$ cat config.mk
export PLATFORM = sky130hd
export DESIGN_NAME = tl_a_capture_flat
export DESIGN_NICKNAME = d
export VERILOG_FILES = /design/src/verilog/tl_pkg.sv /design/src/verilog/tl_slave_ifs.sv /design/src/verilog/tl_a_capture.sv /design/src/flat_wrapper.sv
export SDC_FILE = /design/constraint.sdc
export NUM_CORES = 1
export LEC_CHECK = 0
export CORE_AREA = 2 2 120 122
export DETAILED_ROUTE_END_ITERATION = 10
export DIE_AREA = 0 0 122 124
export DONT_BUFFER_PORTS = 1
export SETUP_SLACK_MARGIN = 0.4
export SLEW_MARGIN = 5
export SYNTH_ARGS = -nofsm -noshare
export SYNTH_HDL_FRONTEND = slang
export SYNTH_SLANG_ARGS = --single-unit
$ cat constraint.sdc
create_clock -name clk -period 13 [get_ports clk]
set_input_delay 0.65 -clock clk [delete_from_list [all_inputs] [get_ports clk]]
set_output_delay 0.65 -clock clk [all_outputs]
set_load 0.02 [all_outputs]
$ cat src/verilog/tl_pkg.sv
`default_nettype none

package tl_pkg;

	////////////////////
	// Channel widths
	////////////////////

	localparam int TL_ADDR_W   = 64;            // Byte address
	localparam int TL_DATA_W   = 64;            // One beat, one word
	localparam int TL_MASK_W   = TL_DATA_W / 8; // One bit per data byte
	localparam int TL_SIZE_W   = 8;             // log2 of bytes moved
	localparam int TL_SOURCE_W = 3;             // Transaction ID, echoed on D
	localparam int TL_OPCODE_W = 3;

	////////////////////
	// Opcodes
	////////////////////

	// Full A channel opcode space of which only 0, 1 and 4 are served
	typedef enum logic [TL_OPCODE_W-1:0] {
		PUT_FULL_DATA    = 3'd0,
		PUT_PARTIAL_DATA = 3'd1,
		ARITHMETIC_DATA  = 3'd2, // Atomic, unsupported
		LOGICAL_DATA     = 3'd3, // Atomic, unsupported
		GET              = 3'd4,
		INTENT           = 3'd5, // Hint, unsupported
		ACQUIRE_BLOCK    = 3'd6, // TL-C only
		ACQUIRE_PERM     = 3'd7  // TL-C only
	} tl_a_opcode_e;

	// D channel responses of a UL slave
	typedef enum logic [TL_OPCODE_W-1:0] {
		ACCESS_ACK      = 3'd0, // Dataless ack, Put or error
		ACCESS_ACK_DATA = 3'd1  // Ack with read data
	} tl_d_opcode_e;

endpackage

`default_nettype wire

$ cat src/verilog/tl_slave_ifs.sv
`timescale 1ns/1ps
`default_nettype none

////////////////////
// Buffered A request
////////////////////

interface a_req_if;
	import tl_pkg::*;

	logic                   valid;   // Buffer holds a request
	logic                   take;    // Control unit can accept now
	tl_a_opcode_e           opcode;
	logic [TL_ADDR_W-1:0]   address;
	logic [TL_SIZE_W-1:0]   size;
	logic [TL_MASK_W-1:0]   mask;
	logic [TL_DATA_W-1:0]   data;
	logic [TL_SOURCE_W-1:0] source;

	modport src (output valid, opcode, address, size, mask, data, source, input take);
	modport dst (input valid, opcode, address, size, mask, data, source, output take);
endinterface


`default_nettype wire

$ cat src/verilog/tl_a_capture.sv
`timescale 1ns/1ps
`default_nettype none

module tl_a_capture (
	input  logic                           clk,
	input  logic                           rst,
	input  logic                           a_valid,
	input  logic [tl_pkg::TL_OPCODE_W-1:0] a_opcode,
	input  logic [tl_pkg::TL_ADDR_W-1:0]   a_address,
	input  logic [tl_pkg::TL_SIZE_W-1:0]   a_size,
	input  logic [tl_pkg::TL_MASK_W-1:0]   a_mask,
	input  logic [tl_pkg::TL_DATA_W-1:0]   a_data,
	input  logic [tl_pkg::TL_SOURCE_W-1:0] a_source,
	output logic                           a_ready,
	a_req_if.src                           req
);
	import tl_pkg::*;

	logic a_fire; // A handshake this edge

	assign a_ready = ~req.valid; // Accept only into an empty slot
	assign a_fire  = a_valid & a_ready;

	// Occupancy flag
	always_ff @(posedge clk or posedge rst) begin
		if (rst) begin
			req.valid <= 1'b0;
		end else if (a_fire) begin
			req.valid <= 1'b1;
		end else if (req.take) begin
			req.valid <= 1'b0; // Control unit took it
		end
	end

	// Payload held while valid
	always_ff @(posedge clk) begin
		if (a_fire) begin
			req.opcode  <= tl_a_opcode_e'(a_opcode);
			req.address <= a_address;
			req.size    <= a_size;
			req.mask    <= a_mask;
			req.data    <= a_data;
			req.source  <= a_source;
		end
	end

endmodule

`default_nettype wire

$ cat src/flat_wrapper.sv
// flat-port wrapper written by rule: the top's interface ports become plain ports
module tl_a_capture_flat import tl_pkg::*;
  (clk, rst, a_valid, a_opcode, a_address, a_size, a_mask, a_data, a_source, a_ready, req_valid, req_opcode, req_address, req_size, req_mask, req_data, req_source, req_take);
  a_req_if req_i ();
  input  logic clk;
  input  logic rst;
  input  logic a_valid;
  input  logic [tl_pkg::TL_OPCODE_W-1:0] a_opcode;
  input  logic [tl_pkg::TL_ADDR_W-1:0] a_address;
  input  logic [tl_pkg::TL_SIZE_W-1:0] a_size;
  input  logic [tl_pkg::TL_MASK_W-1:0] a_mask;
  input  logic [tl_pkg::TL_DATA_W-1:0] a_data;
  input  logic [tl_pkg::TL_SOURCE_W-1:0] a_source;
  output logic a_ready;
  output wire logic [$bits(req_i.valid)-1:0] req_valid;
  output wire logic [$bits(req_i.opcode)-1:0] req_opcode;
  output wire logic [$bits(req_i.address)-1:0] req_address;
  output wire logic [$bits(req_i.size)-1:0] req_size;
  output wire logic [$bits(req_i.mask)-1:0] req_mask;
  output wire logic [$bits(req_i.data)-1:0] req_data;
  output wire logic [$bits(req_i.source)-1:0] req_source;
  input wire logic [$bits(req_i.take)-1:0] req_take;
  assign req_valid = req_i.valid;
  assign req_opcode = req_i.opcode;
  assign req_address = req_i.address;
  assign req_size = req_i.size;
  assign req_mask = req_i.mask;
  assign req_data = req_i.data;
  assign req_source = req_i.source;
  assign req_i.take = req_take;
  tl_a_capture u_core (.clk(clk), .rst(rst), .a_valid(a_valid), .a_opcode(a_opcode), .a_address(a_address), .a_size(a_size), .a_mask(a_mask), .a_data(a_data), .a_source(a_source), .a_ready(a_ready), .req(req_i));
endmodule
==> impl_metrics.tcl <==
set metrics [dict create \
    crit_fanout 78 \
    avgSynthCellArea_um2 29.4 \
    p_int_uw 924 \
    switchingPower_uw 256 \
    cts_root_buf "clkbuf_16" \
    route.met2.wl_um 4760 \
    hold_class "in -> reg" \
    relSlewSlack_pct 37.2 \
    finalSetupViolations 0 \
    clk_pin_slew_worst_paths_ps 60 \
    drive_above_1_share_pct 17.4 \
    drt.antenna.violating_nets 0 \
    drt-initial-drc-count 87 \
    finalCritPeriodShare_pct 13.9 \
    top_layer "met5" \
    cts_tree "done" \
    track_usage_pct 11.0 \
    cts.htree.levels 4 \
    wl_met3_um 1160 \
    finalPower_mw 1.18 \
    wl_um 9040 \
    syn_to_final_growth_pct 19.6 \
    arrival_ps 1840 \
    netlist_top_cells_area "edfxtp_1, dfrtp_1, nor2b_2, o21bai_1, inv_1" \
    die_area_mm2 0.0151 \
    port_buffers 0 \
    finalHoldViolations 0 \
    final_util_pct 39.7 \
    yosysSeqAreaShare_pct 99.5 \
    cts_made_buffers 17 \
    core_area_mm2 0.0137 \
    maxCapViolCount 0 \
    clock-skew-final_ps 5.56 \
    worst_hold_slack_ps 318 \
    critical_path_class "reg -> reg" \
    p_clk_share_pct 44.1 \
    seq_power_share_pct 54.2 \
    fillers 1178 \
    pre_cts_ws_ps 11070 \
    fin_crit_ps 1810 \
    die_h_um 124 \
    io_pins 306 \
    setup_slack_ps 11190 \
    grt_pass1_vias 1675 \
    place.gp.congestion 0.698 \
    yosys_register_bits 151 \
    gr-total-overflow 0 \
    vias_per_cell 4.48 \
    drc 0 \
    initial_utilization_pct 33.2 \
    slew_viol_final 0 \
    ir_drop_mv 0.0865 \
    power.density_mw_per_mm2 217 \
    multiInputGateArea_um2 21.3 \
    ys.warnings.count 0 \
    synth_nets 309 \
    tightest_slew_ps 942 \
    cts_setup_buffers 0 \
    cp.required_ps 13030 \
    cp-start-kind "flip-flop" \
    cts.sinks 151 \
    combPwrFrac_pct 1.7 \
    endpoint_kind "flip-flop" \
    ctsLongestPathBuffers 2 \
    grt_pass1_wl_um 11100 \
    netlist_instances 155 \
    p_leak_nw 1.77 \
    regArea_mm2 0.00453 \
    num_rows 43 \
    drt-met1-wl_um 3020 \
    grt_max_degree 79 \
    dieWidth_um 122 \
    dp_hpwl_um 6680 \
    rsz0062_at_grt "no" \
    synth_area_mm2 0.00455 \
    antenna_found_initial 3 \
    p_sw_share_pct 21.7 \
    fin_nets 331 \
    vias 1668 \
    worstSkewPairLatency_ps 410 \
    outcome "complete, no violations" \
    setup_tns_ps 0 \
    synth_area_leader_cell "edfxtp_1" \
    ys_types 6 \
    fmax_mhz 553 \
    avgRoutedWirePerCell_um 24.3 \
    synth_top_area_share_pct 98.9 \
    dr.pass1.iters 3 \
]
==> metal layers <==
layer | up-vias | track usage, %
li1 | 677 | -
met1 | 800 | 9.88
met2 | 178 | 17.9
met3 | 11 | 8.06
met4 | 2 | 6.03
met5 | - | 0
==> placed cells by master (no fill, tap or decap) <==
| cell type | synthesis | layout |
|---|---|---|
| edfxtp_1 | 150 | 150 |
| clkinv_4 | 0 | 1 |
| clkinv_1 | 0 | 2 |
| diode_2 | 0 | 2 |
| bufinv_16 | 0 | 5 |
| clkbuf_16 | 0 | 17 |
| dlygate4sd3_1 | 0 | 1 |
| o21bai_1 | 1 | 1 |
| inv_6 | 0 | 1 |
| inv_1 | 1 | 1 |
| dfrtp_1 | 1 | 1 |
| inv_2 | 1 | 1 |
| clkinvlp_4 | 0 | 2 |
| clkbuf_1 | 0 | 1 |
| clkinv_2 | 0 | 3 |
| buf_4 | 0 | 2 |
| nor2b_4 | 0 | 1 |
==> cell families after synthesis <==
| family | synth area share (%) |
|---|---|
| flip-flops | 99.5 |
| buffers and inverters | 0.165 |
| AO/OA/AOI/OAI | 0.165 |
| AND/OR/NAND/NOR | 0.192 |
==> layout make-up <==
class,count,share of cell area (%)
tap,180,4.13
multi-input combinational,2,0.390
timing repair buffer,3,0.459
clock inverter,14,3.77
clock buffer,18,7.88
sequential,151,83.1
antenna,2,0.0919
inverter,2,0.138
==> cell usage after synthesis <==
library cell,instances
dfrtp_1,1
nor2b_2,1
inv_2,1
o21bai_1,1
inv_1,1
edfxtp_1,150
==> power groups by stage <==
stage / clock network [mW] / logic (mW) / registers (mW)
3_3_place_gp: 0 / 0.0191 / 0.650
2_1_floorplan: 0 / 0.0143 / 0.647
6_report: 0.520 / 0.0197 / 0.640
5_1_grt: 0.551 / 0.0220 / 0.643
4_1_cts: 0.532 / 0.0204 / 0.641
3_5_place_dp: 0 / 0.0201 / 0.650
==> worst paths after layout <==
check | from | to | slack [ps] | depth (start not counted)
worst max-delay path | u_core.req.valid | u_core.req.address[32] | 11190 | 2
worst min-delay path | req_take | u_core.req.valid | 320 | 1
worst max register to register | u_core.req.valid | u_core.req.address[32] | 11190 | 2
worst min register to register | u_core.req.valid | u_core.req.valid | 800 | 2
max in group asynchronous | rst | u_core.req.valid | 12370 | 2
min in group asynchronous | rst | u_core.req.valid | 520 | 2
==> flip-flops by register name (all words and copies together), names as in the netlist <==
signal / cells
u_core.req.mask: 8
u_core.req.opcode: 3
u_core.req.valid: 1
u_core.req.source: 3
u_core.req.address: 64
u_core.req.size: 8
u_core.req.data: 64
==> worst max-delay path, stage by stage (launching register included) <==
cell	delay (ps)
dfrtp_1	490
nor2b_4	160
buf_4	710
==> timing repair <==
action                                  4_1_cts  5_1_grt
endpoints found under the setup margin        0        0
hold buffers                                  1        0
endpoints found under the hold margin         1        0
gates resized for setup                       0        0
==> metrics by stage <==
step | cells | cell area [um2]
floorplan | 155 | 4550
detailed placement | 337 | 4800
global route | 371 | 5450
global placement | 337 | 4800
CTS | 370 | 5440
finish | 372 | 5450
Power figures use the tool's default switching activity.
