### config.mk
export PLATFORM = sky130hd
export DESIGN_NAME = tl_d_channel_flat
export DESIGN_NICKNAME = d
export VERILOG_FILES = /design/src/verilog/tl_pkg.sv /design/src/verilog/tl_slave_ifs.sv /design/src/verilog/tl_d_channel.sv /design/src/flat_wrapper.sv
export SDC_FILE = /design/constraint.sdc
export NUM_CORES = 1
export LEC_CHECK = 0
export BUFFER_PORTS_ARGS = -buffer_cell sky130_fd_sc_hd__buf_2
export CAP_MARGIN = 40
export CORE_AREA = 2 2 80 82
export CTS_BUF_LIST = sky130_fd_sc_hd__clkbuf_16
export DETAILED_ROUTE_END_ITERATION = 8
export DIE_AREA = 0 0 82 84
export HOLD_SLACK_MARGIN = 0.08
export PLACE_DENSITY = 0.78
export SLEW_MARGIN = 30
export SYNTH_ARGS = -nofsm -noshare
export SYNTH_HDL_FRONTEND = slang
export SYNTH_SLANG_ARGS = --single-unit
### constraint.sdc
create_clock -name clk -period 0.9 [get_ports clk]
set_input_delay 0.045 -clock clk [delete_from_list [all_inputs] [get_ports clk]]
set_output_delay 0.045 -clock clk [all_outputs]
set_load 0.01 [all_outputs]
### src/verilog/tl_pkg.sv
`default_nettype none

package tl_pkg;

	////////////////////
	// Channel widths
	////////////////////

	localparam int TL_ADDR_W   = 64;            // Byte address
	localparam int TL_DATA_W   = 64;            // One beat, one word
	localparam int TL_MASK_W   = TL_DATA_W / 8; // One bit per data byte
	localparam int TL_SIZE_W   = 8;             // log2 of bytes moved
	localparam int TL_SOURCE_W = 3;             // Transaction ID, echoed on D
	localparam int TL_OPCODE_W = 3;

	////////////////////
	// Opcodes
	////////////////////

	// Full A channel opcode space of which only 0, 1 and 4 are served
	typedef enum logic [TL_OPCODE_W-1:0] {
		PUT_FULL_DATA    = 3'd0,
		PUT_PARTIAL_DATA = 3'd1,
		ARITHMETIC_DATA  = 3'd2, // Atomic, unsupported
		LOGICAL_DATA     = 3'd3, // Atomic, unsupported
		GET              = 3'd4,
		INTENT           = 3'd5, // Hint, unsupported
		ACQUIRE_BLOCK    = 3'd6, // TL-C only
		ACQUIRE_PERM     = 3'd7  // TL-C only
	} tl_a_opcode_e;

	// D channel responses of a UL slave
	typedef enum logic [TL_OPCODE_W-1:0] {
		ACCESS_ACK      = 3'd0, // Dataless ack, Put or error
		ACCESS_ACK_DATA = 3'd1  // Ack with read data
	} tl_d_opcode_e;

endpackage

`default_nettype wire

### src/verilog/tl_slave_ifs.sv
`timescale 1ns/1ps
`default_nettype none


////////////////////
// D response
////////////////////

interface d_rsp_if;
	import tl_pkg::*;

	logic                   load;   // Capture response this edge
	logic                   free;   // D register empty or draining
	tl_d_opcode_e           opcode;
	logic [TL_SIZE_W-1:0]   size;
	logic [TL_SOURCE_W-1:0] source;
	logic [TL_DATA_W-1:0]   data;
	logic                   error;

	modport src (output load, opcode, size, source, data, error, input free);
	modport dst (input load, opcode, size, source, data, error, output free);
endinterface

`default_nettype wire

### src/verilog/tl_d_channel.sv
`timescale 1ns/1ps
`default_nettype none

module tl_d_channel (
	input  logic                           clk,
	input  logic                           rst,
	d_rsp_if.dst                           rsp,
	input  logic                           d_ready,
	output logic                           d_valid,
	output logic [tl_pkg::TL_OPCODE_W-1:0] d_opcode,
	output logic [tl_pkg::TL_SIZE_W-1:0]   d_size,
	output logic [tl_pkg::TL_SOURCE_W-1:0] d_source,
	output logic [tl_pkg::TL_DATA_W-1:0]   d_data,
	output logic                           d_error
);

	// Empty, or the master takes the held response this edge
	assign rsp.free = ~d_valid | d_ready;

	always_ff @(posedge clk or posedge rst) begin
		if (rst) begin
			d_valid <= 1'b0;
		end else if (rsp.load) begin
			d_valid <= 1'b1; // Back to back on a draining edge
		end else if (d_ready) begin
			d_valid <= 1'b0;
		end
	end

	// Fields change only on load, so they hold under back-pressure
	always_ff @(posedge clk) begin
		if (rsp.load) begin
			d_opcode <= rsp.opcode;
			d_size   <= rsp.size;
			d_source <= rsp.source;
			d_data   <= rsp.data;
			d_error  <= rsp.error;
		end
	end

endmodule

`default_nettype wire

### src/flat_wrapper.sv
// flat-port wrapper written by rule: the top's interface ports become plain ports
module tl_d_channel_flat 
  (clk, rst, d_ready, d_valid, d_opcode, d_size, d_source, d_data, d_error, rsp_load, rsp_opcode, rsp_size, rsp_source, rsp_data, rsp_error, rsp_free);
  d_rsp_if rsp_i ();
  input  logic clk;
  input  logic rst;
  input  logic d_ready;
  output logic d_valid;
  output logic [tl_pkg::TL_OPCODE_W-1:0] d_opcode;
  output logic [tl_pkg::TL_SIZE_W-1:0] d_size;
  output logic [tl_pkg::TL_SOURCE_W-1:0] d_source;
  output logic [tl_pkg::TL_DATA_W-1:0] d_data;
  output logic d_error;
  input wire logic [$bits(rsp_i.load)-1:0] rsp_load;
  input wire logic [$bits(rsp_i.opcode)-1:0] rsp_opcode;
  input wire logic [$bits(rsp_i.size)-1:0] rsp_size;
  input wire logic [$bits(rsp_i.source)-1:0] rsp_source;
  input wire logic [$bits(rsp_i.data)-1:0] rsp_data;
  input wire logic [$bits(rsp_i.error)-1:0] rsp_error;
  output wire logic [$bits(rsp_i.free)-1:0] rsp_free;
  assign rsp_i.load = rsp_load;
  assign rsp_i.opcode = rsp_opcode;
  assign rsp_i.size = rsp_size;
  assign rsp_i.source = rsp_source;
  assign rsp_i.data = rsp_data;
  assign rsp_i.error = rsp_error;
  assign rsp_free = rsp_i.free;
  tl_d_channel u_core (.clk(clk), .rst(rst), .rsp(rsp_i), .d_ready(d_ready), .d_valid(d_valid), .d_opcode(d_opcode), .d_size(d_size), .d_source(d_source), .d_data(d_data), .d_error(d_error));
endmodule
==> flow_summary.rst <==
.. list-table::
   :header-rows: 1

   * - Metric
     - Value
   * - Run status
     - complete, but fails checks
   * - Violations in the final reports
     - setup timing
   * - Via count normalized by instance count
     - 4.51
   * - Portion of total power attributed to the clock network
     - 38.5%
   * - Clock Sink Count
     - 80
   * - Worst Tran Pin Value
     - 0.239 ns
   * - Clock Tree Root
     - sky130_fd_sc_hd__clkbuf_16
   * - Die W
     - 82 um
   * - Syn avg cell area
     - 29.2 sq um
   * - Met2 WL
     - 4.25 mm
   * - Final global-route overflow total
     - 0
   * - Area growth syn-to-layout
     - 86.3%
   * - Largest incremental delay on the critical path
     - 0.42 ns
   * - Count of cell types in the netlist
     - 5
   * - Startpoint type of the worst setup path
     - register
   * - Cell breakdown of the critical path
     - nand2b_4 -> buf_6
   * - Mux cell area share after synthesis
     - 0%
   * - Fin crit share
     - 109%
   * - Sequential fraction of the synthesis area
     - 98.9%
   * - Adder-cell share of the synthesized area
     - 0%
   * - Area share of xor/xnor cells in the synthesized design
     - 0%
   * - Max Slew Vio Count
     - 0
   * - Post-Route WL
     - 7.84 mm
   * - Critical path endpoint category
     - primary output
   * - First-pass detailed-route iteration total
     - 4
   * - Die Area
     - 6890 sq um
   * - Clock tree buffer depth
     - 2
   * - Total routing resource utilization after global routing
     - 23.6%
   * - Final #Nets
     - 426
   * - Fraction of final layout cells with drive strength greater than 1
     - 52.6%
   * - Ports placed on the boundary
     - 164
   * - Highest metal layer with signal wires
     - met4
   * - Share of total power in sequential cells
     - 49.8%
   * - 1st-iter DRT viols
     - 144
   * - Final weighted congestion in routability-driven placement
     - 0.724
   * - Design internal power
     - 0.00713 W
   * - Met3 WL
     - 698 um
   * - Utilization after layout
     - 74.1%
   * - Worst slack at placement
     - 0.0988 ns
   * - Main combinational cell family by area after synthesis
     - simple AND/OR/NAND/NOR gates
   * - Hold Fails Final Rpt
     - 0
   * - Area fraction in compound gates after synthesis
     - 0%
   * - Antenna Nets Post-Route
     - 0
   * - DRC violations left
     - 0
   * - Number of fill cells in the layout
     - 362
   * - Skew-Pair Late Insertion Delay
     - 0.33 ns
   * - Arrival time of data at the critical path endpoint
     - 0.94 ns
   * - Nets in the synthesized netlist
     - 166
   * - Simple-gate share of the synthesized area
     - 0.929%
   * - Largest net degree at the start of global routing
     - 32
   * - Post-Route M1 WL
     - 2.71 mm
   * - Post-detailed-route wirelength per cell
     - 18.4 um
   * - Setup repair after global routing missed its margin
     - true
   * - Switching Share
     - 21.5%
   * - Req. time, crit path
     - 0.85 ns
   * - TritonCTS clock tree
     - yes
   * - Post-layout min period
     - 0.982 ns
   * - CP max FO
     - 2
   * - Initial antenna violation count
     - 0
   * - Number of standard cells after synthesis
     - 83
   * - Classification of the worst-slack hold path
     - primary input to register
   * - Bufs and invs on worst path
     - 1
   * - Number of warnings issued by yosys
     - 0
   * - Initial core utilization
     - 39.8%
   * - Max-capacitance violation count
     - 0
   * - Final design instance area without fill
     - 4520 sq um
   * - Slew HR
     - 84.0%
   * - Number of global-route vias before repair
     - 2117
   * - Setup Skew
     - 0 ns
   * - Static leakage
     - 1.96 nW
   * - Post-synth design cell area
     - 2420 sq um
   * - Delay-heaviest family, CP
     - flip-flops
   * - Number of buffers created by CTS
     - 9
   * - Max Clk Rate
     - 1020 MHz
   * - Via total after detailed routing
     - 1918
   * - Post-synthesis sequential element count
     - 80
   * - Power per unit of standard cell area
     - 2010 nW/um^2
   * - Total of endpoints with negative setup slack in the final report
     - 23
   * - Number of buffers inserted by port buffering
     - 163
   * - Die height
     - 84 um
   * - Antenna cells
     - 0
   * - Standard cell area after detailed placement
     - 3390 sq um
   * - Row count
     - 29
   * - Final setup slack of the worst path
     - -0.0823 ns
   * - Power dissipated by switching net loads
     - 0.00195 W
   * - Logic gate share of total power
     - 11.7%
   * - Slowest-stage cell, CP
     - sky130_fd_sc_hd__dfrtp_1
   * - Worst supply voltage drop on vdd
     - 2.10 mV
   * - Clock slew seen by the registers of the worst setup and hold paths
     - 0.06 ns
   * - Wire length of the first global-routing pass
     - 11.1 mm
   * - Core outline area
     - 6100 sq um
   * - Class of the most critical setup path
     - register to primary output
   * - Count of H-tree levels built during CTS
     - 3
-- power groups by stage --
stage / Sequential [W] / Clock (W) / Combinational [W]
after detailed placement: 0.00457 / 0 / 0.000737
after global routing: 0.00454 / 0.00373 / 0.00113
after CTS: 0.00450 / 0.00350 / 0.00102
after global placement: 0.00456 / 0 / 0.000721
final: 0.00452 / 0.00349 / 0.00106
after floorplan: 0.00474 / 0 / 0.0000114
-- layout make-up --
type	instances	area [sq um]	share of cell area, %
clock buffers	9	225	4.99
clock inverters	7	63.8	1.41
inverters	1	3.75	0.0831
multi-input cells	2	22.5	0.499
flip-flops and latches	80	2400	53.1
well taps	77	96.3	2.13
repair buffers	249	1710	37.8
-- logic make-up (layout without fill, tap and decap cells) --
group,count (synthesis),count (layout)
buf+inv,1,266
simple gates,2,2
flops,80,80
-- final timing paths --
kind / start / to / slack (ns) / depth (start not counted)
max: u_core.d_valid$_DFFE_PP0P_ / rsp_free / -0.08 / 2
min: d_ready / u_core.d_valid$_DFFE_PP0P_ / 0.11 / 4
max reg2reg: u_core.d_valid$_DFFE_PP0P_ / u_core.d_valid$_DFFE_PP0P_ / 0.12 / 3
min reg2reg: u_core.d_valid$_DFFE_PP0P_ / u_core.d_valid$_DFFE_PP0P_ / 0.69 / 3
max in group asynchronous: rst / u_core.d_valid$_DFFE_PP0P_ / 0.69 / 3
min in group asynchronous: rst / u_core.d_valid$_DFFE_PP0P_ / 0.12 / 3
-- Yosys cell counts, drive strengths merged --
cell type  instances  share of area [%]
edfxtp            79                 98
dfrtp              1                1.0
inv                1               0.15
nand2b             2               0.93
-- routing by layer --
layer / up-vias / track usage (%)
li1: 854 / -
met1: 922 / 25.1
met2: 126 / 39.9
met3: 16 / 10.4
met4: 0 / 10.2
met5: - / 0
-- placed cells by master (no fill, tap or decap) --
master / Yosys / layout
sky130_fd_sc_hd__dfrtp_1: 1 / 1
sky130_fd_sc_hd__buf_12: 0 / 2
sky130_fd_sc_hd__bufinv_16: 0 / 1
sky130_fd_sc_hd__buf_6: 0 / 2
sky130_fd_sc_hd__clkinv_4: 0 / 1
sky130_fd_sc_hd__clkinv_1: 0 / 1
sky130_fd_sc_hd__edfxtp_1: 79 / 79
sky130_fd_sc_hd__nand2b_2: 1 / 1
sky130_fd_sc_hd__inv_1: 1 / 2
sky130_fd_sc_hd__nand2b_4: 1 / 1
sky130_fd_sc_hd__clkbuf_16: 0 / 9
sky130_fd_sc_hd__clkinvlp_4: 0 / 1
sky130_fd_sc_hd__buf_2: 0 / 160
sky130_fd_sc_hd__dlygate4sd3_1: 0 / 82
sky130_fd_sc_hd__clkinv_2: 0 / 2
sky130_fd_sc_hd__buf_4: 0 / 3
-- metrics by stage --
step                power, W  hold WS, ns  TNS (ns)  cells
finish               0.00907        0.107    -0.515    425
global route         0.00940        0.112     -2.08    425
CTS                  0.00901       0.0697    -0.280    423
detailed placement   0.00531       -0.103         0    326
global placement     0.00528       -0.120         0    326
floorplan            0.00475       -0.226         0     83
-- state kept, by name, summed over array words and instances (netlist names) --
register / flops
u_core.d_data: 64
u_core.d_size: 8
u_core.d_opcode: 3
u_core.d_source: 3
u_core.d_error: 1
u_core.d_valid: 1
-- worst register-to-register path: cells and delay by family (launching register included) --
family	cells	cell delay, ns
AND/OR/NAND/NOR	2	0.14
flip-flops	1	0.42
buffers and inverters	1	0.11
-- timing repair --
action / in CTS / in global routing
endpoints found under the setup margin: 17 / 70
setup buffers: 1 / 0
endpoints found under the hold margin: 89 / 4
gates resized for setup: 1 / 1
hold buffers: 80 / 2
pin swaps: 0 / 0
Power figures use the tool's default switching activity.
