$ cat src/verilog/tl_pkg.sv
`default_nettype none

package tl_pkg;

	////////////////////
	// Channel widths
	////////////////////

	localparam int TL_ADDR_W   = 64;            // Byte address
	localparam int TL_DATA_W   = 64;            // One beat, one word
	localparam int TL_MASK_W   = TL_DATA_W / 8; // One bit per data byte
	localparam int TL_SIZE_W   = 8;             // log2 of bytes moved
	localparam int TL_SOURCE_W = 3;             // Transaction ID, echoed on D
	localparam int TL_OPCODE_W = 3;

	////////////////////
	// Opcodes
	////////////////////

	// Full A channel opcode space of which only 0, 1 and 4 are served
	typedef enum logic [TL_OPCODE_W-1:0] {
		PUT_FULL_DATA    = 3'd0,
		PUT_PARTIAL_DATA = 3'd1,
		ARITHMETIC_DATA  = 3'd2, // Atomic, unsupported
		LOGICAL_DATA     = 3'd3, // Atomic, unsupported
		GET              = 3'd4,
		INTENT           = 3'd5, // Hint, unsupported
		ACQUIRE_BLOCK    = 3'd6, // TL-C only
		ACQUIRE_PERM     = 3'd7  // TL-C only
	} tl_a_opcode_e;

	// D channel responses of a UL slave
	typedef enum logic [TL_OPCODE_W-1:0] {
		ACCESS_ACK      = 3'd0, // Dataless ack, Put or error
		ACCESS_ACK_DATA = 3'd1  // Ack with read data
	} tl_d_opcode_e;

endpackage

`default_nettype wire

$ cat src/verilog/slave_cfg_pkg.sv
`default_nettype none

package slave_cfg_pkg;

	////////////////////
	// RAM geometry
	////////////////////

	localparam int MEM_DEPTH     = 512; // Words of 64 bits
	localparam int MEM_INDEX_W   = 9;   // log2 of MEM_DEPTH

	////////////////////
	// Address decode
	////////////////////

	localparam int WORD_OFFSET_W = 3;   // Byte offset inside a word, ignored
	// Lowest address bit that must be clear for the 4 KiB window
	localparam int MEM_ADDR_TOP  = WORD_OFFSET_W + MEM_INDEX_W;

endpackage

`default_nettype wire

$ cat src/verilog/tl_slave_ifs.sv
`timescale 1ns/1ps
`default_nettype none

////////////////////
// Buffered A request
////////////////////

interface a_req_if;
	import tl_pkg::*;

	logic                   valid;   // Buffer holds a request
	logic                   take;    // Control unit can accept now
	tl_a_opcode_e           opcode;
	logic [TL_ADDR_W-1:0]   address;
	logic [TL_SIZE_W-1:0]   size;
	logic [TL_MASK_W-1:0]   mask;
	logic [TL_DATA_W-1:0]   data;
	logic [TL_SOURCE_W-1:0] source;

	modport src (output valid, opcode, address, size, mask, data, source, input take);
	modport dst (input valid, opcode, address, size, mask, data, source, output take);
endinterface

////////////////////
// RAM port
////////////////////

interface mem_if;
	import tl_pkg::*;
	import slave_cfg_pkg::*;

	logic                   wen;
	logic [MEM_INDEX_W-1:0] index;  // Shared by read and write
	logic [TL_DATA_W-1:0]   wdata;
	logic [TL_MASK_W-1:0]   wmask;  // Byte enables
	logic [TL_DATA_W-1:0]   rdata;  // Word at last cycle's index

	modport master (output wen, index, wdata, wmask, input rdata);
	modport slave (input wen, index, wdata, wmask, output rdata);
endinterface

////////////////////
// D response
////////////////////

interface d_rsp_if;
	import tl_pkg::*;

	logic                   load;   // Capture response this edge
	logic                   free;   // D register empty or draining
	tl_d_opcode_e           opcode;
	logic [TL_SIZE_W-1:0]   size;
	logic [TL_SOURCE_W-1:0] source;
	logic [TL_DATA_W-1:0]   data;
	logic                   error;

	modport src (output load, opcode, size, source, data, error, input free);
	modport dst (input load, opcode, size, source, data, error, output free);
endinterface

`default_nettype wire

$ cat src/verilog/tl_access_ctrl.sv
`timescale 1ns/1ps
`default_nettype none

module tl_access_ctrl (
	input  logic   clk,
	input  logic   rst,
	a_req_if.dst   req,
	mem_if.master  mem,
	d_rsp_if.src   rsp
);
	import tl_pkg::*;
	import slave_cfg_pkg::*;

	typedef enum logic {
		CTRL_IDLE,
		CTRL_READ_WAIT // RAM read in flight
	} ctrl_state_e;

	ctrl_state_e            state;
	logic                   accept;    // Request transfers this edge
	logic                   is_put;
	logic                   is_get;
	logic                   in_range;
	logic                   req_ok;    // Supported and in range
	logic                   rd_go;     // Request needs the RAM read path
	logic [TL_SIZE_W-1:0]   rd_size;   // Echo fields kept across the read
	logic [TL_SOURCE_W-1:0] rd_source;

	////////////////////
	// Decode
	////////////////////

	assign is_put   = (req.opcode == PUT_FULL_DATA) | (req.opcode == PUT_PARTIAL_DATA);
	assign is_get   = (req.opcode == GET);
	assign in_range = ~|req.address[TL_ADDR_W-1:MEM_ADDR_TOP]; // Nothing above bit 11
	assign req_ok   = (is_put | is_get) & in_range;
	assign rd_go    = is_get & in_range;

	assign req.take = (state == CTRL_IDLE) & rsp.free;
	assign accept   = req.valid & req.take;

	////////////////////
	// RAM drive
	////////////////////

	assign mem.index = req.address[MEM_ADDR_TOP-1:WORD_OFFSET_W]; // Word index, bits 11:3
	assign mem.wdata = req.data;
	assign mem.wmask = (req.opcode == PUT_FULL_DATA) ? {TL_MASK_W{1'b1}} : req.mask;
	assign mem.wen   = accept & is_put & in_range; // Same edge as the ack load

	// Read sequencer
	always_ff @(posedge clk or posedge rst) begin
		if (rst) begin
			state <= CTRL_IDLE;
		end else begin
			case (state)
				CTRL_IDLE:      if (accept && rd_go) state <= CTRL_READ_WAIT;
				CTRL_READ_WAIT: state <= CTRL_IDLE; // rdata valid now
				default:        state <= CTRL_IDLE;
			endcase
		end
	end

	// Buffer may refill during the read, so keep the echo fields
	always_ff @(posedge clk) begin
		if (accept && rd_go) begin
			rd_size   <= req.size;
			rd_source <= req.source;
		end
	end

	////////////////////
	// Response build
	////////////////////

	// D is empty after a Get take, so READ_WAIT always finds it free
	assign rsp.load = (accept & ~rd_go) | (state == CTRL_READ_WAIT);

	always_comb begin
		if (state == CTRL_READ_WAIT) begin
			rsp.opcode = ACCESS_ACK_DATA;
			rsp.size   = rd_size;
			rsp.source = rd_source;
			rsp.data   = mem.rdata;
			rsp.error  = 1'b0;
		end else begin
			rsp.opcode = is_get ? ACCESS_ACK_DATA : ACCESS_ACK;
			rsp.size   = req.size;   // Echo
			rsp.source = req.source; // Echo
			rsp.data   = '0;         // Dataless or out-of-range Get
			rsp.error  = ~req_ok;
		end
	end

endmodule

`default_nettype wire

$ cat src/flat_wrapper.sv
// flat-port wrapper written by rule: the top's interface ports become plain ports
module tl_access_ctrl_flat import tl_pkg::*; import slave_cfg_pkg::*;
  (clk, rst, req_valid, req_opcode, req_address, req_size, req_mask, req_data, req_source, req_take, mem_wen, mem_index, mem_wdata, mem_wmask, mem_rdata, rsp_load, rsp_opcode, rsp_size, rsp_source, rsp_data, rsp_error, rsp_free);
  a_req_if req_i ();
  mem_if mem_i ();
  d_rsp_if rsp_i ();
  input  logic clk;
  input  logic rst;
  input wire logic [$bits(req_i.valid)-1:0] req_valid;
  input wire logic [$bits(req_i.opcode)-1:0] req_opcode;
  input wire logic [$bits(req_i.address)-1:0] req_address;
  input wire logic [$bits(req_i.size)-1:0] req_size;
  input wire logic [$bits(req_i.mask)-1:0] req_mask;
  input wire logic [$bits(req_i.data)-1:0] req_data;
  input wire logic [$bits(req_i.source)-1:0] req_source;
  output wire logic [$bits(req_i.take)-1:0] req_take;
  output wire logic [$bits(mem_i.wen)-1:0] mem_wen;
  output wire logic [$bits(mem_i.index)-1:0] mem_index;
  output wire logic [$bits(mem_i.wdata)-1:0] mem_wdata;
  output wire logic [$bits(mem_i.wmask)-1:0] mem_wmask;
  input wire logic [$bits(mem_i.rdata)-1:0] mem_rdata;
  output wire logic [$bits(rsp_i.load)-1:0] rsp_load;
  output wire logic [$bits(rsp_i.opcode)-1:0] rsp_opcode;
  output wire logic [$bits(rsp_i.size)-1:0] rsp_size;
  output wire logic [$bits(rsp_i.source)-1:0] rsp_source;
  output wire logic [$bits(rsp_i.data)-1:0] rsp_data;
  output wire logic [$bits(rsp_i.error)-1:0] rsp_error;
  input wire logic [$bits(rsp_i.free)-1:0] rsp_free;
  assign req_i.valid = req_valid;
  assign req_i.opcode = req_opcode;
  assign req_i.address = req_address;
  assign req_i.size = req_size;
  assign req_i.mask = req_mask;
  assign req_i.data = req_data;
  assign req_i.source = req_source;
  assign req_take = req_i.take;
  assign mem_wen = mem_i.wen;
  assign mem_index = mem_i.index;
  assign mem_wdata = mem_i.wdata;
  assign mem_wmask = mem_i.wmask;
  assign mem_i.rdata = mem_rdata;
  assign rsp_load = rsp_i.load;
  assign rsp_opcode = rsp_i.opcode;
  assign rsp_size = rsp_i.size;
  assign rsp_source = rsp_i.source;
  assign rsp_data = rsp_i.data;
  assign rsp_error = rsp_i.error;
  assign rsp_i.free = rsp_free;
  tl_access_ctrl u_core (.clk(clk), .rst(rst), .req(req_i), .mem(mem_i), .rsp(rsp_i));
endmodule
$ cat config.mk
export PLATFORM = sky130hd
export DESIGN_NAME = tl_access_ctrl_flat
export DESIGN_NICKNAME = d
export VERILOG_FILES = /design/src/verilog/tl_pkg.sv /design/src/verilog/slave_cfg_pkg.sv /design/src/verilog/tl_slave_ifs.sv /design/src/verilog/tl_access_ctrl.sv /design/src/flat_wrapper.sv
export SDC_FILE = /design/constraint.sdc
export NUM_CORES = 1
export LEC_CHECK = 0
export BUFFER_PORTS_ARGS = -buffer_cell sky130_fd_sc_hd__clkbuf_2
export CAP_MARGIN = 20
export CORE_AREA = 4 4 146 148
export DETAILED_ROUTE_END_ITERATION = 12
export DIE_AREA = 0 0 150 152
export PLACE_DENSITY = 0.38
export SLEW_MARGIN = 20
export SYNTH_ARGS = -nofsm -noshare
export SYNTH_HDL_FRONTEND = slang
export SYNTH_SLANG_ARGS = --single-unit
$ cat constraint.sdc
create_clock -name clk -period 1.9 [get_ports clk]
set_input_delay 0.19 -clock clk [delete_from_list [all_inputs] [get_ports clk]]
set_output_delay 0.19 -clock clk [all_outputs]
set_load 0.1 [all_outputs]
==> flow_metrics.tcl, run 1 <==
set metrics [dict create \
    outcome "complete, but fails checks" \
    violations "setup timing" \
    syn_to_final_growth_pct 123 \
    grt_max_degree 43 \
    routed_wire_length_per_instance_um 11.9 \
    root_buffer "clkbuf_16" \
    worst_slack_ns -0.162 \
    rr_endpoint "u_core.rd_size[7]$_DFFE_PP_" \
    floorplan.die.width_um 150 \
    post_synth_inst_count 214 \
    postLayoutCellArea_sq_mm 0.00400 \
    hp-class "input pin to flop" \
    peakVddDrop_uv 212 \
    synth_top_cell_area_share 0.315 \
    placement.cell_area_sq_mm 0.00383 \
    timing.critical_path.required_ns 1.71 \
    synth_seq_area_share 0.199 \
    clock.fmax_mhz 485 \
    power_density_mw_per_mm2 309 \
    finalNetCount 593 \
    synth.top_cells.by_area "buf_4, and2_1, edfxtp_1" \
    h-tree-depth 1 \
    critPathMaxFanout 3 \
    cp.arrival_ns 1.87 \
    r2r-start "u_core.state$_DFF_PP0_" \
    ios 381 \
    insertion_delay_ns 0.25 \
    syn-mean-instance-area_sq_um 8.36 \
    worst_setup_path_start_kind "input pin" \
    route.vias.total 1970 \
    grt_remaining_overflow 0 \
    clk_pin_slew_worst_paths_ns 0.05 \
    p_leak_nw 1.82 \
    routed_wl_mm 7.69 \
    start_util 0.0893 \
    finalHoldWorstSlack_ns 0.133 \
    timing.final.setup_violations 1 \
    drv_slew 0 \
    dieArea_sq_mm 0.0228 \
    core_sq_mm 0.0200 \
    synth.cell_area_sq_mm 0.00179 \
    gp_routability_congestion 0.701 \
    max-clock-path-buffers 2 \
    first_global_vias 2164 \
    criticalPathCategory "input pin to output pin" \
    max_cap_violations 0 \
    critPathCaptureType "output pin" \
    layout_min_cycle_time_ns 2.06 \
    routed_via_density 3.06 \
    detail_route.iter0.violations 21 \
    setup.reg_to_reg.worst_slack_ns 0.34 \
    fillers 2238 \
    drt_pass1_iterations 2 \
    clock_sink_count 12 \
    rows 52 \
    timing.hold.worst.start "req_size[5]" \
    grt_pass1_wl_mm 11.4 \
    final.setup_skew_ns 0.00794 \
    clock_tree_from_tritoncts "built" \
    synthDominantAreaCellType "buf_4" \
    final_antenna_violating_net_count 0 \
    setup_repair_after_global_routing_missed_its_margin "true" \
    diodes 0 \
    global_route.usage.total 0.0629 \
    reg2regPathDepth 4 \
    hpwl_mm 6.90 \
    number_of_buffers_added_by_the_clock_tree_synthesis_step 3 \
    synthesis.yosys.warnings 0 \
    initial_antenna_violation_count 0 \
    place.port_buffers 229 \
    drcViolationCount 0 \
    fp.dieH_um 152 \
    hold_path_depth 1 \
    synth-seq-cells 12 \
    timing.final.hold_violations 0 \
    layout_worst_path_cycle_share 1.09 \
    tightest_slew_ns 0.548 \
    worst_hold_path.endpoint "u_core.rd_size[5]$_DFFE_PP_" \
    slew_headroom 0.636 \
    yosys.cell_types.count 24 \
    ratio_of_cells_with_drive_above_1_in_the_final_layout 0.751 \
]
## per-stage QoR
| step | instances | total power, mW | worst slack [ns] | util | setup TNS (ns) |
|---|---|---|---|---|---|
| 2_1_floorplan | 215 | 1.27 | -0.465 | - | -2.17 |
| 3_3_place_gp | 640 | 0.819 | -0.164 | 0.191 | -2.01 |
| 3_5_place_dp | 640 | 0.821 | -0.148 | 0.191 | -1.76 |
| 4_1_cts | 645 | 1.26 | -0.127 | 0.196 | -0.127 |
| 5_1_grt | 644 | 1.30 | -0.239 | 0.199 | -0.239 |
| 6_report | 644 | 1.23 | -0.162 | 0.199 | -0.162 |
## kinds of logic (layout without fill, tap and decap cells)
kind of cell    Yosys count  in the layout  synth area share
flops                    12             12             0.199
compound gates            4              4            0.0133
buf+inv                  85            244             0.336
simple gates            101            101             0.381
other cells               1              2           0.00210
mux                      11             11            0.0692
## layout by cell type, fill, tap and decap left out, types with 2 or more instances in the layout
cell type / Yosys / final
buf_12: 0 / 69
nor4_2: 8 / 7
a21oi_2: 0 / 2
or2_2: 8 / 8
conb_1: 1 / 2
and2_2: 0 / 10
nor4_1: 7 / 3
mux2_1: 10 / 10
edfxtp_1: 11 / 11
nor3_1: 3 / 2
clkbuf_2: 0 / 148
buf_2: 0 / 12
nor4_4: 0 / 5
nor2_1: 2 / 2
clkbuf_16: 0 / 3
nand4_1: 2 / 2
and2_1: 64 / 54
nand2_4: 1 / 2
buf_4: 75 / 7
## repair_timing
| item | 4_1_cts | 5_1_grt |
|---|---|---|
| resized for setup | 2 | 24 |
| setup buffers | 0 | 0 |
| hold endpoints to repair | 1 | 0 |
| setup endpoints to repair | 2 | 15 |
| pin swaps | 3 | 6 |
| hold buffers | 1 | 0 |
## worst max-delay path by stage
stage / slack, ns / to / startpoint / cells after the start
floorplan: -0.46 / mem_wen / u_core.state$_DFF_PP0_ / 4
global placement: -0.16 / u_core.rd_size[0]$_DFFE_PP_ / req_address[51] / 6
detailed placement: -0.15 / u_core.rd_size[6]$_DFFE_PP_ / req_address[38] / 6
CTS: -0.13 / mem_wen / req_address[46] / 7
global route: -0.24 / mem_wen / req_address[25] / 7
finish: -0.16 / mem_wen / req_address[25] / 7
## synthesized netlist by cell type, drive strengths merged
| library cell | instances |
|---|---|
| a2111oi | 1 |
| a21oi | 3 |
| and2 | 64 |
| and2b | 1 |
| buf | 75 |
| clkbuf | 9 |
| conb | 1 |
| dfrtp | 1 |
| edfxtp | 11 |
| inv | 1 |
| mux2 | 11 |
| nand2 | 3 |
| nand2b | 1 |
| nand3 | 1 |
| nand4 | 2 |
| nor2 | 2 |
| nor3 | 3 |
| nor4 | 15 |
| or2 | 8 |
| or4 | 1 |
## sequential cells by signal, indices dropped and copies added (netlist names)
name,cells
u_core.state,1
u_core.rd_size,8
u_core.rd_source,3
## critical path, stage by stage
cell and delay (ns):
buf_6 0.09, nor4_4 0.25, buf_4 0.16, nand2_4 0.04, or4_4 0.57, nor4_4 0.34, buf_12 0.21
## metal layers
layer,global-route usage,share of wire
met3,0.0214,0.13
met5,0,0
met2,0.120,0.53
met1,0.0607,0.33
met4,0.0257,0.017
## cell type report
cell class / count / area (sq um) / area share
timing repair buffer: 239 / 2260 / 0.566
multi-input combinational: 118 / 956 / 0.239
sequential: 12 / 357 / 0.0892
tap: 270 / 338 / 0.0845
clock buffer: 3 / 75.1 / 0.0188
clock inverter: 1 / 3.75 / 0.000939
inverter: 1 / 3.75 / 0.000939
## report_power, final
part / switching (mW) / internal (mW) / leakage [nW] / total [mW]
Sequential: 0 / 0.289 / 0.111 / 0.289
Clock: 0.127 / 0.279 / 0.0385 / 0.406
Combinational: 0.315 / 0.225 / 1.67 / 0.540
(Power assumes the default switching activity.)
==> inputs of run 2 (changes only) <==
--- a/config.mk
+++ b/config.mk
@@ -5,11 +5,12 @@
 export SDC_FILE = /design/constraint.sdc
 export NUM_CORES = 1
 export LEC_CHECK = 0
+export ABC_AREA = 1
 export BUFFER_PORTS_ARGS = -buffer_cell sky130_fd_sc_hd__clkbuf_2
 export CAP_MARGIN = 20
-export CORE_AREA = 4 4 146 148
+export CORE_AREA = 4 4 147 149
 export DETAILED_ROUTE_END_ITERATION = 12
-export DIE_AREA = 0 0 150 152
+export DIE_AREA = 0 0 151 153
 export PLACE_DENSITY = 0.38
 export SLEW_MARGIN = 20
 export SYNTH_ARGS = -nofsm -noshare
==> flow_metrics.tcl, run 2 <==
set metrics [dict create \
    peakVddDrop_uv 227 \
    clock.fmax_mhz 582 \
    first_global_vias 2253 \
    top_signal_layer_used "met4" \
    post_synth_inst_count 346 \
    layout_worst_path_cycle_share 0.904 \
    diodes 0 \
    layout_min_cycle_time_ns 1.72 \
    placement.cell_area_sq_mm 0.00378 \
    routed_via_density 3.03 \
    hp-class "input pin to flop" \
    yosys.cell_types.count 17 \
    grt_pass1_wl_mm 11.7 \
    post-cts-setup-buffers 0 \
    synthDominantAreaCellType "buf_4" \
    power.net_switching_uw 434 \
    wl_met1_mm 2.79 \
    core_sq_mm 0.0202 \
    power.share.sequential 0.235 \
    synthArstFlopShare 0.0833 \
    drt_pass1_iterations 4 \
    tightest_slew_ns 0.547 \
    number_of_buffers_added_by_the_clock_tree_synthesis_step 3 \
    power_density_mw_per_mm2 316 \
    initial_antenna_violation_count 0 \
    fp.dieH_um 153 \
    root_buffer "clkbuf_16" \
    slew_headroom 0.637 \
    holdBufCountCts 1 \
    ratio_of_cells_with_drive_above_1_in_the_final_layout 0.592 \
    synthesis.yosys.warnings 0 \
    global_route.usage.total 0.0644 \
    grt_max_degree 46 \
    synth_common_cells "nand2_1, buf_4, inv_2" \
    drcViolationCount 0 \
    synth.top_cells.by_area "buf_4, nand2_1, edfxtp_1" \
    p_leak_nw 2.26 \
    max-clock-path-buffers 2 \
    synthMostInstantiatedCell "nand2_1" \
    route.vias.total 2332 \
    gp_routability_congestion 0.662 \
    crit_top_cell "buf_4" \
    critPathMaxFanout 30 \
    synth_seq_area_share 0.181 \
    start_util 0.0976 \
    max_reg_flops 8 \
    syn-mean-instance-area_sq_um 5.69 \
    syn_to_final_growth_pct 96.9 \
    detail_route.iter0.violations 76 \
    h-tree-depth 1 \
    max_cap_violations 0 \
    largestRegisters "u_core.rd_size: 8 flops, u_core.rd_source: 3 flops, u_core.state: 1 flops" \
    postSynth.topFlopCell "edfxtp_1" \
    hpwl_mm 7.34 \
    max_flop_register "u_core.rd_size" \
    fillers 2274 \
    final.setup_skew_ns 0.00418 \
    worst_setup_path_start_kind "flop" \
    p_int_uw 792 \
    worst_slack_ns 0.182 \
    finalNonFillerCells 770 \
    clock_sink_count 12 \
    insertion_delay_ns 0.24 \
    critPathCaptureType "output pin" \
    synth-edff-count 11 \
    routed_wire_length_per_instance_um 10.8 \
    synth.cell_area_sq_mm 0.00197 \
    critical_path.max_stage_delay_ns 0.44 \
    drv_slew 0 \
    cp.arrival_ns 1.53 \
    rows 52 \
    dp_cells 765 \
    detailed_routed_wire_length_on_met2_mm 3.67 \
    dp_worst_slack_ns 0.398 \
    final_cell_mix "clkbuf_2, nand2_1, buf_12, inv_2, nor2_1" \
    timing.final.hold_violations 0 \
    clock_tree_from_tritoncts "built" \
    met3WireLength_mm 1.78 \
    setup_repair_after_global_routing_missed_its_margin "false" \
    timing.final.setup_violations 0 \
    synth-seq-cells 12 \
    clock_power_share 0.365 \
    place.port_buffers 229 \
    comb_power_share 0.399 \
    cts.repair.resized 0 \
    ios 381 \
    clk_pin_slew_worst_paths_ns 0.05 \
    synth_top_cell_area_share 0.290 \
    critical_path.cell_chain "buf_4 > nand2_1 > inv_2 > buf_4" \
    grt_remaining_overflow 0 \
    routed_wl_mm 8.35 \
    finalNetCount 719 \
    leading_cell_type_in_the_layout_fill_and_taps_excluded "clkbuf_2" \
    final_antenna_violating_net_count 0 \
    power.switching_fraction 0.354 \
    criticalPathCategory "flop to output pin" \
    timing.critical_path.required_ns 1.71 \
    dieArea_sq_mm 0.0231 \
    outcome "finished, final reports clean" \
    floorplan.die.width_um 151 \
    postLayoutCellArea_sq_mm 0.00387 \
    critical_path.slowest_cell "dfrtp_2" \
]
==> run 2: changes by cell type in the layout (fill, tap and decap cells not counted), sizes merged, moves of 2 or more <==
cell   delta
a21oi     -2
and2     -63
buf       -6
inv      +78
mux2     -11
nand2   +122
nand3     +2
nor2     +37
nor3      -3
nor4     -15
or2       -8
==> run 2: per-stage QoR <==
step / power, mW / hold slack (ns) / util / TNS (ns)
after floorplan: 1.28 / -0.0813 / - / -0.605
after detailed placement: 0.786 / 0.0210 / 0.187 / 0
after global placement: 0.785 / 0.0136 / 0.187 / 0
after global routing: 1.30 / 0.128 / 0.192 / 0
after CTS: 1.26 / 0.133 / 0.192 / 0
final: 1.23 / 0.139 / 0.192 / 0
==> run 2: logic make-up after synthesis <==
logic type / share of synthesized area
other: 0.00191
DFF: 0.181
AOI/OAI and AO/OA: 0.00254
and+or+nand+nor: 0.338
buffers and inverters: 0.477
==> run 2: worst paths after layout <==
kind	cells past startpoint	endpoint	slack, ns	start
setup / recovery	4	rsp_data[52]	0.18	u_core.state$_DFF_PP0_
hold / removal	1	u_core.rd_size[5]$_DFFE_PP_	0.14	req_size[5]
setup reg to reg	4	u_core.rd_size[2]$_DFFE_PP_	0.56	u_core.state$_DFF_PP0_
hold reg to reg	3	u_core.state$_DFF_PP0_	0.76	u_core.state$_DFF_PP0_
max in group asynchronous	3	u_core.state$_DFF_PP0_	1.48	rst
min in group asynchronous	3	u_core.state$_DFF_PP0_	0.31	rst
==> run 2: worst max-delay path: cells and delay by family (launching register included) <==
kind | cells | cell delay [ns]
buf+inv | 3 | 0.68
flops | 1 | 0.44
simple gates | 1 | 0.15
==> run 2: metal layers <==
| metal | vias to the layer above | GRT usage |
|---|---|---|
| li1 | 1196 | - |
| met4 | 0 | 0.0142 |
| met3 | 10 | 0.0533 |
| met5 | - | 0.0130 |
| met1 | 889 | 0.0632 |
| met2 | 237 | 0.103 |
==> run 2: cell type report <==
type,count,area (sq um),area share
timing repair buffer,233,2090,0.540
multi-input combinational,172,703,0.181
sequential,12,357,0.0920
tap,270,338,0.0872
inverter,79,297,0.0765
clock buffer,4,88.8,0.0229
==> run 2: power by group through the flow <==
stage                     Clock, mW  Sequential [mW]  Combinational, mW
final                         0.448            0.289              0.490
after global routing          0.490            0.288              0.524
after CTS                     0.475            0.288              0.496
after detailed placement          0            0.294              0.493
after global placement            0            0.294              0.492
after floorplan                   0            0.294              0.986
==> inputs of run 3 (changes only) <==
--- a/config.mk
+++ b/config.mk
@@ -9,6 +9,7 @@
 export BUFFER_PORTS_ARGS = -buffer_cell sky130_fd_sc_hd__clkbuf_2
 export CAP_MARGIN = 20
 export CORE_AREA = 4 4 147 149
+export CTS_BUF_LIST = sky130_fd_sc_hd__clkbuf_8
 export DETAILED_ROUTE_END_ITERATION = 12
 export DIE_AREA = 0 0 151 153
 export PLACE_DENSITY = 0.38
==> flow_metrics.tcl, run 3 (synthesis results as in run 2) <==
set metrics [dict create \
    outcome "finished, final reports clean" \
    ios 381 \
    drv_slew 0 \
    start_util 0.0976 \
    fp.dieH_um 153 \
    worst_setup_path_start_kind "flop" \
    core_sq_mm 0.0202 \
    global_route.usage.total 0.0644 \
    layout_min_cycle_time_ns 1.73 \
    placement.cell_area_sq_mm 0.00378 \
    clock_sink_count 12 \
    floorplan.die.width_um 151 \
    diodes 0 \
    number_of_buffers_added_by_the_clock_tree_synthesis_step 3 \
    dp_cells 765 \
    detail_route.iter0.violations 72 \
    fillers 2272 \
    setup.reg_to_reg.worst_slack_ns 0.55 \
    tightest_slew_ns 0.547 \
    grt_remaining_overflow 0 \
    worst_hold_path.endpoint "u_core.rd_size[5]$_DFFE_PP_" \
    critPathCaptureType "output pin" \
    max-clock-path-buffers 2 \
    clock.fmax_mhz 579 \
    max_flop_register "u_core.rd_size" \
    finalNonFillerCells 770 \
    criticalPathCategory "flop to output pin" \
    leading_cell_type_in_the_layout_fill_and_taps_excluded "clkbuf_2" \
    hp-class "input pin to flop" \
    r2r-start "u_core.state$_DFF_PP0_" \
    routed_via_density 3.03 \
    slew_headroom 0.637 \
    gp_routability_congestion 0.662 \
    drcViolationCount 0 \
    clk_pin_slew_worst_paths_ns 0.07 \
    routed_wl_mm 8.35 \
    final.setup_skew_ns 0.00809 \
    postLayoutCellArea_sq_mm 0.00384 \
    hpwl_mm 7.34 \
    final_antenna_violating_net_count 0 \
    critical_path.max_stage_delay_ns 0.45 \
    rr_endpoint "u_core.rd_size[2]$_DFFE_PP_" \
    first_global_vias 2246 \
    p_leak_nw 2.25 \
    initial_antenna_violation_count 0 \
    rows 52 \
    place.port_buffers 229 \
    critical_path.cell_chain "buf_4 > nand2_1 > inv_2 > buf_4" \
    ratio_of_cells_with_drive_above_1_in_the_final_layout 0.592 \
    max_reg_flops 8 \
    timing.critical_path.required_ns 1.71 \
    timing.hold.worst.start "req_size[5]" \
    root_buffer "clkbuf_8" \
    drt_pass1_iterations 3 \
    layout_worst_path_cycle_share 0.909 \
    hold_path_depth 1 \
    setup_repair_after_global_routing_missed_its_margin "false" \
    final_cell_mix "clkbuf_2, nand2_1, buf_12, inv_2, nor2_1" \
    cp.arrival_ns 1.54 \
    grt_pass1_wl_mm 11.7 \
    clock_tree_from_tritoncts "built" \
    peakVddDrop_uv 196 \
    timing.final.hold_violations 0 \
    grt_max_degree 46 \
    power_density_mw_per_mm2 280 \
    routed_wire_length_per_instance_um 10.8 \
    timing.final.setup_violations 0 \
    critPathMaxFanout 30 \
    finalNetCount 719 \
    largestRegisters "u_core.rd_size: 8 flops, u_core.rd_source: 3 flops, u_core.state: 1 flops" \
    syn_to_final_growth_pct 95.2 \
    dieArea_sq_mm 0.0231 \
    insertion_delay_ns 0.25 \
    crit_top_cell "buf_4" \
    cts.repair.resized 0 \
    critical_path.slowest_cell "dfrtp_2" \
    reg2regPathDepth 4 \
    h-tree-depth 1 \
    route.vias.total 2331 \
    max_cap_violations 0 \
]
## run 3: cell counts in the layout (fill, tap and decap cells not counted)
Identical to the previous run, type by type.
## run 3: power by group
| group | leakage, nW | internal [mW] | switching (mW) |
|---|---|---|---|
| clock | 0.0288 | 0.183 | 0.113 |
| sequential | 0.111 | 0.288 | 0.00000000000000000245 |
| combinational | 2.11 | 0.184 | 0.306 |
| total | 2.25 | 0.655 | 0.418 |
## run 3: layout make-up
type,instances,area [sq um],area share
Timing Repair Buffer,233,2090,0.545
Multi-Input combinational cell,172,703,0.183
Sequential cell,12,357,0.0928
Tap cell,270,338,0.0879
Inverter,79,297,0.0772
Clock buffer,4,55.1,0.0143
## run 3: worst max-delay path, delay by kind of cell, from the launching register on
family,cells,cell delay [ns]
buffers and inverters,3,0.68
flip-flops,1,0.45
AND/OR/NAND/NOR,1,0.15
## run 3: repair_timing
| action | in CTS | in global routing |
|---|---|---|
| endpoints found under the hold margin | 1 | 0 |
| hold buffers | 1 | 0 |
| buffers inserted | 0 | 0 |
## run 3: per-layer routing
metal,wire [um],global-route usage,vias to the layer above,share of wire
met4,118,0.0142,0,0.014
met1,2790,0.0639,887,0.33
met2,3660,0.103,238,0.44
met3,1780,0.0533,10,0.21
li1,-,-,1196,-
met5,0,0.0130,-,0
## run 3: how the worst max path moves through the flow
| stage | startpoint | end | slack, ns |
|---|---|---|---|
| floorplan | u_core.state$_DFF_PP0_ | u_core.rd_size[0]$_DFFE_PP_ | -0.05 |
| global placement | req_address[36] | u_core.rd_size[2]$_DFFE_PP_ | 0.39 |
| detailed placement | req_address[19] | u_core.rd_size[2]$_DFFE_PP_ | 0.40 |
| CTS | u_core.state$_DFF_PP0_ | rsp_data[52] | 0.13 |
| global route | u_core.state$_DFF_PP0_ | rsp_data[52] | 0.03 |
| finish | u_core.state$_DFF_PP0_ | rsp_data[52] | 0.17 |
## run 3: stage by stage
| step | worst slack (ns) | hold slack, ns | total power [mW] | setup TNS, ns | utilization |
|---|---|---|---|---|---|
| floorplan | -0.0524 | -0.0813 | 1.28 | -0.605 | - |
| global placement | 0.385 | 0.0136 | 0.785 | 0 | 0.187 |
| detailed placement | 0.398 | 0.0210 | 0.786 | 0 | 0.187 |
| CTS | 0.131 | 0.124 | 1.11 | 0 | 0.190 |
| global route | 0.0347 | 0.113 | 1.15 | 0 | 0.190 |
| finish | 0.174 | 0.135 | 1.07 | 0 | 0.190 |
